===== src/rtl/uart_defines.svh =====
`ifndef UART_DEFINES_SVH
`define UART_DEFINES_SVH

////////////////////////////////////////////////////////////////////////////
// Clock and line rates
////////////////////////////////////////////////////////////////////////////

// System clock in Hz
`define UART_FCLK 1843200

// Line rate in bit/s
`define UART_BAUD 115200

// Clocks per bit, rounded to nearest
`define UART_DIVIDER ((`UART_FCLK + (`UART_BAUD / 2)) / `UART_BAUD)

////////////////////////////////////////////////////////////////////////////
// Frame format
////////////////////////////////////////////////////////////////////////////

// Data bits in every frame, sent LSB first
`define UART_DATA_BITS 8

`endif


===== src/rtl/serialPkg.sv =====
`default_nettype none

`include "uart_defines.svh"

// Line side types, shared by receiver, transmitter and hold register
package serialPkg;

	// Bit timer, counts 0 .. divider-1
	typedef logic [$clog2(`UART_DIVIDER)-1:0] divCountT;

	// Transmit bits still to go (start + data + stop bits)
	typedef logic [3:0] bitCountT;

	// Received data bits with the stop bit on top
	typedef logic [`UART_DATA_BITS:0] frameWordT;

	// Transmit FSM
	typedef enum logic {
		TxIdle,    // Line high, ready for a byte
		TxSending  // Frame on the line
	} txStateT;

endpackage

`default_nettype wire


===== src/rtl/hostPkg.sv =====
`default_nettype none

`include "uart_defines.svh"

// Host side types
package hostPkg;

	// One character as seen by the host
	typedef logic [`UART_DATA_BITS-1:0] dataByteT;

	// Receive flag pair
	// Bit 0 data valid, bit 1 overrun
	typedef logic [1:0] rxStatusT;

endpackage

`default_nettype wire


===== src/rtl/uartRx.sv =====
`default_nettype none

`include "uart_defines.svh"

module uartRx #(
	parameter int Divider = `UART_DIVIDER  // Clocks per bit
) (
	input  logic                 clk,
	input  logic                 reset,
	input  logic                 rxd,          // Raw serial line
	output logic                 frameStrobe,  // One cycle, frame complete
	output serialPkg::frameWordT frameWord     // Data bits plus stop bit
);
	import serialPkg::*;

	////////////////////////////////////////////////////////////////////////////
	// Line synchroniser
	////////////////////////////////////////////////////////////////////////////

	logic [1:0] rxSync;    // [1] is the older sample
	logic       lineEdge;  // Any transition of the synced line

	always_ff @(posedge clk or posedge reset) begin
		if (reset) begin
			rxSync <= 2'b11;  // Idle line is high
		end else begin
			rxSync <= {rxSync[0], rxd};
		end
	end

	assign lineEdge = rxSync[1] ^ rxSync[0];

	////////////////////////////////////////////////////////////////////////////
	// Bit timer
	////////////////////////////////////////////////////////////////////////////

	// Restarted by every edge so the sample point tracks the sender clock
	divCountT rxDiv;
	logic     rxDivMax;
	logic     rxSample;

	assign rxDivMax = (rxDiv == divCountT'(Divider - 1));
	assign rxSample = (rxDiv == divCountT'(Divider / 2 - 1));  // Mid-bit

	always_ff @(posedge clk or posedge reset) begin
		if (reset) begin
			rxDiv <= '0;
		end else if (lineEdge || rxDivMax) begin
			rxDiv <= '0;
		end else begin
			rxDiv <= rxDiv + 1'b1;
		end
	end

	////////////////////////////////////////////////////////////////////////////
	// Receive shift register
	////////////////////////////////////////////////////////////////////////////

	// Samples enter at the top and walk down
	// The start bit (low) reaching bit 0 marks a full frame:
	// [9] stop, [8:1] data, [0] start
	logic [`UART_DATA_BITS+1:0] rxShift;

	always_ff @(posedge clk or posedge reset) begin
		if (reset) begin
			rxShift <= '1;
		end else if (!rxShift[0]) begin
			rxShift <= '1;  // Frame taken, look for the next start bit
		end else if (rxSample) begin
			rxShift <= {rxSync[1], rxShift[`UART_DATA_BITS+1:1]};
		end
	end

	// Strobe lasts one cycle since the register is preset right after
	assign frameStrobe = ~rxShift[0];
	assign frameWord   = frameWordT'(rxShift[`UART_DATA_BITS+1:1]);

endmodule

`default_nettype wire


===== src/rtl/rxHoldBuffer.sv =====
`default_nettype none

`include "uart_defines.svh"

module rxHoldBuffer (
	input  logic                 clk,
	input  logic                 reset,
	input  logic                 frameStrobe,   // New frame from receiver
	input  serialPkg::frameWordT frameWord,
	input  logic                 rxReady,       // Host takes the entry
	output logic                 rxValid,
	output hostPkg::dataByteT    rxData,
	output logic                 rxFrameError,  // Stored stop bit was low
	output logic                 rxOverrun      // A frame got overwritten
);
	import serialPkg::*;
	import hostPkg::*;

	frameWordT holdWord;  // Last frame, data and stop
	rxStatusT  rxFlags;   // {overrun, valid}
	logic      hostTake;  // Host transfer this edge

	assign hostTake = rxValid & rxReady;

	// Payload register, always written by a new frame
	always_ff @(posedge clk) begin
		if (frameStrobe) begin
			holdWord <= frameWord;
		end
	end

	////////////////////////////////////////////////////////////////////////////
	// Valid / overrun pair
	////////////////////////////////////////////////////////////////////////////

	// New frame shifts valid into the overrun slot
	// A transfer on the same edge means nothing was lost
	always_ff @(posedge clk or posedge reset) begin
		if (reset) begin
			rxFlags <= '0;
		end else if (frameStrobe) begin
			rxFlags <= {rxFlags[0] & ~hostTake, 1'b1};
		end else if (hostTake) begin
			rxFlags <= '0;  // Read clears both
		end
	end

	assign rxValid      = rxFlags[0];
	assign rxOverrun    = rxFlags[1];
	assign rxData       = dataByteT'(holdWord[`UART_DATA_BITS-1:0]);
	assign rxFrameError = ~holdWord[`UART_DATA_BITS];  // Stop bit on top

endmodule

`default_nettype wire


===== src/rtl/uartTx.sv =====
`default_nettype none

`include "uart_defines.svh"

module uartTx #(
	parameter int Divider = `UART_DIVIDER  // Clocks per bit
) (
	input  logic              clk,
	input  logic              reset,
	input  logic              nstop,    // 1 for two stop bits
	input  logic              txValid,  // Host has a byte
	input  hostPkg::dataByteT txData,
	output logic              txd,      // Serial line
	output logic              txReady   // High only while idle
);
	import serialPkg::*;

	txStateT  txState;
	divCountT txDiv;
	bitCountT bitCount;   // Bits left including stop bits
	logic     accept;     // Byte handshake this edge
	logic     bitEnd;     // Last clock of the current bit
	logic     lastBit;

	logic [`UART_DATA_BITS:0] txShift;  // Data plus start bit, LSB on the line

	assign txReady = (txState == TxIdle);
	assign accept  = txValid & txReady;
	assign bitEnd  = (txDiv == divCountT'(Divider - 1));
	assign lastBit = (bitCount == bitCountT'(1));

	////////////////////////////////////////////////////////////////////////////
	// Bit timer
	////////////////////////////////////////////////////////////////////////////

	always_ff @(posedge clk or posedge reset) begin
		if (reset) begin
			txDiv <= '0;
		end else if (accept || bitEnd) begin
			txDiv <= '0;  // Realigned to the accepting edge
		end else begin
			txDiv <= txDiv + 1'b1;
		end
	end

	////////////////////////////////////////////////////////////////////////////
	// Shift register and bit counter
	////////////////////////////////////////////////////////////////////////////

	always_ff @(posedge clk or posedge reset) begin
		if (reset) begin
			txShift <= '1;  // Line idles high
		end else if (accept) begin
			txShift <= {txData, 1'b0};  // Start bit goes out first
		end else if (bitEnd) begin
			txShift <= {1'b1, txShift[`UART_DATA_BITS:1]};  // Ones become stop bits
		end
	end

	assign txd = txShift[0];

	always_ff @(posedge clk or posedge reset) begin
		if (reset) begin
			bitCount <= '0;
		end else if (accept) begin
			bitCount <= {3'b101, nstop};  // 10 or 11 bit times
		end else if (bitEnd && bitCount != '0) begin
			bitCount <= bitCount - 1'b1;
		end
	end

	////////////////////////////////////////////////////////////////////////////
	// FSM
	////////////////////////////////////////////////////////////////////////////

	always_ff @(posedge clk or posedge reset) begin
		if (reset) begin
			txState <= TxIdle;
		end else begin
			case (txState)
				TxIdle:    if (accept) txState <= TxSending;
				TxSending: if (bitEnd && lastBit) txState <= TxIdle;  // Counter hits zero
				default:   txState <= TxIdle;
			endcase
		end
	end

endmodule

`default_nettype wire


===== src/rtl/uartTop.sv =====
`default_nettype none

`include "uart_defines.svh"

module uartTop #(
	parameter int Divider = `UART_DIVIDER  // Clocks per bit
) (
	input  logic              clk,
	input  logic              reset,
	// Serial side
	input  logic              rxd,
	output logic              txd,
	input  logic              nstop,         // 1 selects two stop bits
	// Host write
	input  logic              txValid,
	input  hostPkg::dataByteT txData,
	output logic              txReady,
	// Host read
	output logic              rxValid,
	output hostPkg::dataByteT rxData,
	output logic              rxFrameError,
	output logic              rxOverrun,
	input  logic              rxReady
);
	import serialPkg::*;

	// Receiver to hold register, no back-pressure possible
	logic      frameStrobe;
	frameWordT frameWord;

	uartRx #(
		.Divider(Divider)
	) rxUnit (
		.clk        (clk),
		.reset      (reset),
		.rxd        (rxd),
		.frameStrobe(frameStrobe),
		.frameWord  (frameWord)
	);

	rxHoldBuffer holdBuffer (
		.clk         (clk),
		.reset       (reset),
		.frameStrobe (frameStrobe),
		.frameWord   (frameWord),
		.rxReady     (rxReady),
		.rxValid     (rxValid),
		.rxData      (rxData),
		.rxFrameError(rxFrameError),
		.rxOverrun   (rxOverrun)
	);

	// Transmitter fed straight from the host
	uartTx #(
		.Divider(Divider)
	) txUnit (
		.clk    (clk),
		.reset  (reset),
		.nstop  (nstop),
		.txValid(txValid),
		.txData (txData),
		.txd    (txd),
		.txReady(txReady)
	);

endmodule

`default_nettype wire


===== config.mk =====
export PLATFORM = sky130hd
export DESIGN_NAME = uartTop
export DESIGN_NICKNAME = d
export VERILOG_FILES = /design/src/rtl/serialPkg.sv /design/src/rtl/hostPkg.sv /design/src/rtl/uartRx.sv /design/src/rtl/rxHoldBuffer.sv /design/src/rtl/uartTx.sv /design/src/rtl/uartTop.sv
export VERILOG_INCLUDE_DIRS = /design/src /design/src/rtl
export SDC_FILE = /design/constraint.sdc
export NUM_CORES = 1
export LEC_CHECK = 0
export ABC_AREA = 1
export BUFFER_PORTS_ARGS = -buffer_cell sky130_fd_sc_hd__buf_4
export CORE_UTILIZATION = 45
export CTS_CLUSTER_SIZE = 8
export DETAILED_ROUTE_END_ITERATION = 10
export MAX_ROUTING_LAYER = met4
export PLACE_DENSITY_LB_ADDON = 0.15
export RECOVER_POWER = 25
export SETUP_SLACK_MARGIN = 0.3
export SYNTH_ARGS = -nofsm -noshare
export SYNTH_HDL_FRONTEND = slang
export SYNTH_SLANG_ARGS = --single-unit

===== constraint.sdc =====
create_clock -name clk -period 2.23 [get_ports clk]
set_input_delay 0.1115 -clock clk [delete_from_list [all_inputs] [get_ports clk]]
set_output_delay 0.1115 -clock clk [all_outputs]
set_load 0.005 [all_outputs]

== Yosys cells after proc, flatten, opt, wreduce, memory -nomap -nowiden ==
Index checks and enable logic that the tools add are counted.
Operators by class
  add/subtract/negate cells: 3
  equal/unequal tests: 6
  reduce and logical (&&, ||, !) cells: 7
  bitwise logic cells: 7
  multiplexer cells: 13
Operator list (number)
  $mux 10: 2
  $mux 9: 2
  $mux 4: 4
  $add 4x1->4 const B: 2
  $eq 4x4->1 const B: 2
  $eq 4x1->1 const B: 1
  $eq 4x3->1 const B: 1
  $mux 2: 2
  $ne 2x1->1 const B: 2
  $reduce_bool 2->1: 2
  $reduce_bool 4->1: 1
  $sub 4x1->4 const B: 1
  $and 1x1->1: 3
  $not 1->1: 3
  $logic_and 1x1->1: 2
  $logic_or 1x1->1: 2
  $mux 1: 2
  $pmux 1 s2: 1
  $xor 1x1->1: 1
Word-level totals
  output and inout bits: 13
  input port bits: 14
  logic and storage cells: 46
  bits in registers: 45

== Longest topological paths before layout ==
  depth in word-level cells: 4
  mapped depth: 8
  mapped depth without buffers: 8

== Hierarchy ==
Synthesis repeated with hierarchy kept, for this count alone.
Unflattened totals
  cell total of the unflattened synthesis: 217
  area, all modules: 2130.8 um^2
By module, submodules not included
  uartTx: sequential area each 461.7 um^2, area each 958.4 um^2, instances 1, cells each 108
  uartRx: sequential area each 415.4 um^2, area each 752.0 um^2, instances 1, cells each 80
  rxHoldBuffer: sequential area each 320.3 um^2, area each 420.4 um^2, instances 1, cells each 29

== Worst setup path before layout ==
Ideal clock, no wire load.
  path type: reg-to-reg
  start: reg txUnit.txDiv[0]
  end: reg txUnit.txShift[4]
  buffers on the path: 0
  data required time: 2166 ps
  stages on the path, launching flop included: 9
  period minus slack after synthesis: 1151 ps
  setup slack: 1079 ps
  library setup time: 64 ps
  data arrival time: 1087 ps
  cell sequence: dfrtp_1 ha_1 nand2_2 inv_2 nand2_4 nand2_4 inv_2 nand2_1 nand3_1
On the way
  cells in the longest elaborated chain, start to end: 2
RTL lines
  from (decl): RTL line uartTx.sv:19  | divCountT txDiv;
  from (signal assigned): RTL line uartTx.sv:42  | txDiv <= txDiv + 1'b1;
  $eq 4x4->1: RTL line uartTx.sv:29  | assign bitEnd = (txDiv == divCountT'(Divider - 1));
  $reduce_bool 2->1 (no source line)
  to (signal assigned): RTL line uartTx.sv:54  | txShift <= {txData, 1'b0};
  to (signal assigned): RTL line uartTx.sv:56  | txShift <= {1'b1, txShift[`UART_DATA_BITS:1]};
  to (decl): RTL line uartTx.sv:25  | logic [`UART_DATA_BITS:0] txShift;
No other way between the ends.
A chain may end at the register's enable or synchronous reset.

== Worst setup path in the final report ==
  start: reg rxUnit.rxDiv[0]
  end: reg rxUnit.rxShift[3]
On the way
  cells in the longest elaborated chain, start to end: 2
RTL lines
  from (decl): RTL line uartRx.sv:38  | divCountT rxDiv;
  from (signal assigned): RTL line uartRx.sv:51  | rxDiv <= rxDiv + 1'b1;
  $eq 4x3->1: RTL line uartRx.sv:43  | assign rxSample = (rxDiv == divCountT'(Divider / 2 - 1));
  $ne 2x1->1 (no source line)
  to (signal assigned): RTL line uartRx.sv:70  | rxShift <= {rxSync[1], rxShift[`UART_DATA_BITS+1:1]};
  to (decl): RTL line uartRx.sv:62  | logic [`UART_DATA_BITS+1:0] rxShift;
No other way between the ends.

==> summary.md <==
| Metric | Value |
|---|---|
| Vias per std cell | 4.85 |
| Final hold slack | 30.1 ps |
| GRT Util Overall | 17.0% |
| Clock Latency Late Sink | 300 ps |
| DRC | 0 |
| Post-synthesis sequential area ratio | 59.7% |
| Post-Synth Adder-Cell Area | 3.12% |
| Min-Delay Path Class | primary input to flip-flop |
| Worst slew pin tran | 742 ps |
| Max cap viols | 0 |
| Gates resized, CTS repair | 0 |
| Final setup fails | 0 |
| Placeable Area | 4140 µm² |
| Via count | 1313 |
| Setup crit start kind | flip-flop |
| Share of async-settable or async-resettable flops after synthesis | 80.0% |
| Arr. time, crit path | 1730 ps |
| CP peak stage delay | 400 ps |
| Max VDD drop | 290 µV |
| Power density cells | 670 nW/µm² |
| R2R setup slack | 730 ps |
| CTS Buffer Depth | 2 |
| Synth cell types | 25 |
| Status | completed |
| Largest family of logic cells by synthesized area | simple AND/OR/NAND/NOR gates |
| Rel. slew slack | 50.5% |
| Tcrit/Tclk final | 67.1% |
| Primary FF master, synth | dfstp_2 |
| Crit path max fanout | 11 |
| Most frequent CP cell | nor2_1 |
| Top delay family on crit path | simple AND/OR/NAND/NOR gates |
| #FFs+latches synth | 45 |
| Commonest non-fill, non-tap cell in the layout | nand2_1 |
| GP Congestion | 0.853 |
| Initial drt markers | 81 |
| Layout cell share with drive strength beyond 1 | 26.7% |
| Initial antenna violation count | 0 |
| Post-synth EDFFs | 9 |
| R2r startpoint | rxUnit.rxDiv[0] |
| Max Fclk | 0.669 GHz |
| Mux contribution to synthesized area | 0% |
| Post-synthesis xor/xnor area fraction | 2.18% |
| Required time worst endpoint | 2460 ps |
| Largest net degree at the start of global routing | 21 |
| First-pass GRT wire length | 5600 µm |
| P&R area growth vs syn | 15.0% |
| Number of global-route vias before repair | 1282 |
| Root buffer cell | clkbuf_8 |
| Cell Chain, Critical Path | ha_1 > nand3b_1 > nand2_2 > nor2_1 > nor2_1 |
| Syn avg cell area | 10.3 µm² |
| N_diodes | 0 |
| WHS Endpoint | txUnit.txShift[1] |
| Num rows | 23 |
| Hpwl dp | 2330 µm |
| Wire per inst | 12.1 µm |
| Clock slew at the register clock pins of the worst setup and hold paths | 80 ps |
| Die Area | 4730 µm² |
| Port buffer count | 26 |
| Chip width | 68.8 µm |
| WL final | 3280 µm |
| Cell count after synthesis | 194 |
| Unrepaired setup endpoints after global routing | false |
| Post-route antenna net violation count | 0 |
| Min-Delay Startpoint | txData[0] |
| CP Capture Type | flip-flop |
| Critical path class | flip-flop to flip-flop |
| Cells after DPL | 261 |
| Skew final | 4.73 ps |
| H-tree levels | 2 |
| Final hold violation count | 0 |
| Synth Area in Simple Gates | 25.8% |
| Yosys Warn Count | 0 |
| DRT Pass-1 Iters | 4 |
| Worst R2R End | rxUnit.rxShift[3] |
| TritonCTS clock tree | done |
| NumNets Final | 239 |
| Tot Pwr | 1.54 mW |
| Period minus WS final | 1500 ps |
| Mapped Nets | 213 |
| Die Y | 68.8 µm |
| Critical path buffers and inverters | 0 |
| Cts bufs inserted | 5 |
| Hold depth | 3 |
| Most used cells in the layout excluding fill and tap cells | nand2_1 (40), nor2_1 (31), nand3_1 (17) |
| Util after Layout | 55.6% |
| GR Overflow Total | 0 |
| Initial Util | 48.4% |
| Post-synthesis compound-gate area fraction | 1.81% |
| Post-route insts no fill | 271 |
| Crit-path slowest cell | dfrtp_1 |
| TritonCTS Sinks | 45 |
| Synthesized area | 2010 µm² |
| Max Transition Viols Final | 0 |
| R2r worst-path depth | 5 |
| LEAKAGE | 1.06 nW |
| Post-Route Setup TNS | 0 ps |
| Total I/O pin count | 27 |
-- metrics by stage --
step                instance area (µm²)  setup slack, ps
CTS                                2320              731
detailed placement                 2190              742
global route                       2310              604
finish                             2310              734
global placement                   2190              840
floorplan                          2010             1080
-- worst register-to-register path, stage by stage (launching register included) --
cell	delay [ps]
dfrtp_1	400
ha_1	250
nand3b_1	360
nand2_2	210
nor2_1	150
nor2_1	70
-- cell type report --
class                      count  area [µm²]
inverter                      15        56.3
clock buffer                   5        68.8
sequential                    45        1200
tap                           50        62.6
multi-input combinational    123         657
timing repair buffer          30         223
clock inverter                 3        41.3
fill                         392        1840
-- timing repair --
action                    CTS  global route
hold endpoints to repair   16             0
buffers inserted            0             0
hold buffers                2             0
-- metal layers --
metal	GRT usage (%)	vias to the layer above	wire, µm	part of all wire, %
li1	-	658	-	-
met1	19.6	619	1450	44
met2	27.3	31	1640	50
met3	4.93	5	134	4.1
met4	8.16	0	61	1.9
met5	-	-	0	0
-- kinds of logic after synthesis --
| kind of cell | after synthesis |
|---|---|
| flip-flops | 45 |
| buffers and inverters | 26 |
| XOR/XNOR | 5 |
| AO/OA/AOI/OAI | 6 |
| adder cells (fa/ha/maj) | 5 |
| AND/OR/NAND/NOR | 107 |
-- cell usage after synthesis (2+ instances only) --
master,instances,share of area (%)
xor2_1,3,1.3
xnor2_1,2,0.87
nand3_1,17,4.2
nor2_1,31,5.8
nor3_2,2,1.0
nand2_1,39,7.3
ha_1,5,3.1
o21ai_0,4,1.0
nand2_2,2,0.62
nand2_4,5,2.8
buf_4,9,3.4
inv_2,5,0.94
dfrtp_1,15,19
nor3_1,7,1.7
inv_1,10,1.9
edfxtp_1,9,13
dfstp_2,21,28
-- state kept, by name, summed over array words and instances, names as in the netlist --
signal	cells
txUnit.bitCount	4
rxUnit.rxDiv	4
rxUnit.rxShift	10
txUnit.txShift	9
txUnit.txDiv	4
holdBuffer.rxFlags	2
holdBuffer.holdWord	9
rxUnit.rxSync	2
txUnit.txState	1
-- worst max-delay path by stage --
stage                     from  slack, ps           endpoint  depth (start not counted)
3_3_place_gp   rxUnit.rxDiv[0]        840  rxUnit.rxShift[4]                          5
2_1_floorplan  txUnit.txDiv[0]       1080  txUnit.txShift[4]                          8
6_report       rxUnit.rxDiv[0]        730  rxUnit.rxShift[3]                          5
4_1_cts        rxUnit.rxDiv[0]        730  rxUnit.rxShift[3]                          5
3_5_place_dp   rxUnit.rxDiv[0]        740  rxUnit.rxShift[3]                          5
5_1_grt        rxUnit.rxDiv[0]        600  rxUnit.rxShift[3]                          5
-- power by group --
group | leakage, nW | internal [mW] | total, mW | switching (mW)
clock network | 0.0518 | 0.330 | 0.605 | 0.276
registers | 0.501 | 0.859 | 0.873 | 0.0133
logic | 0.512 | 0.0333 | 0.0661 | 0.0327
total | 1.06 | 1.22 | 1.54 | 0.322
Power figures use the tool's default switching activity.
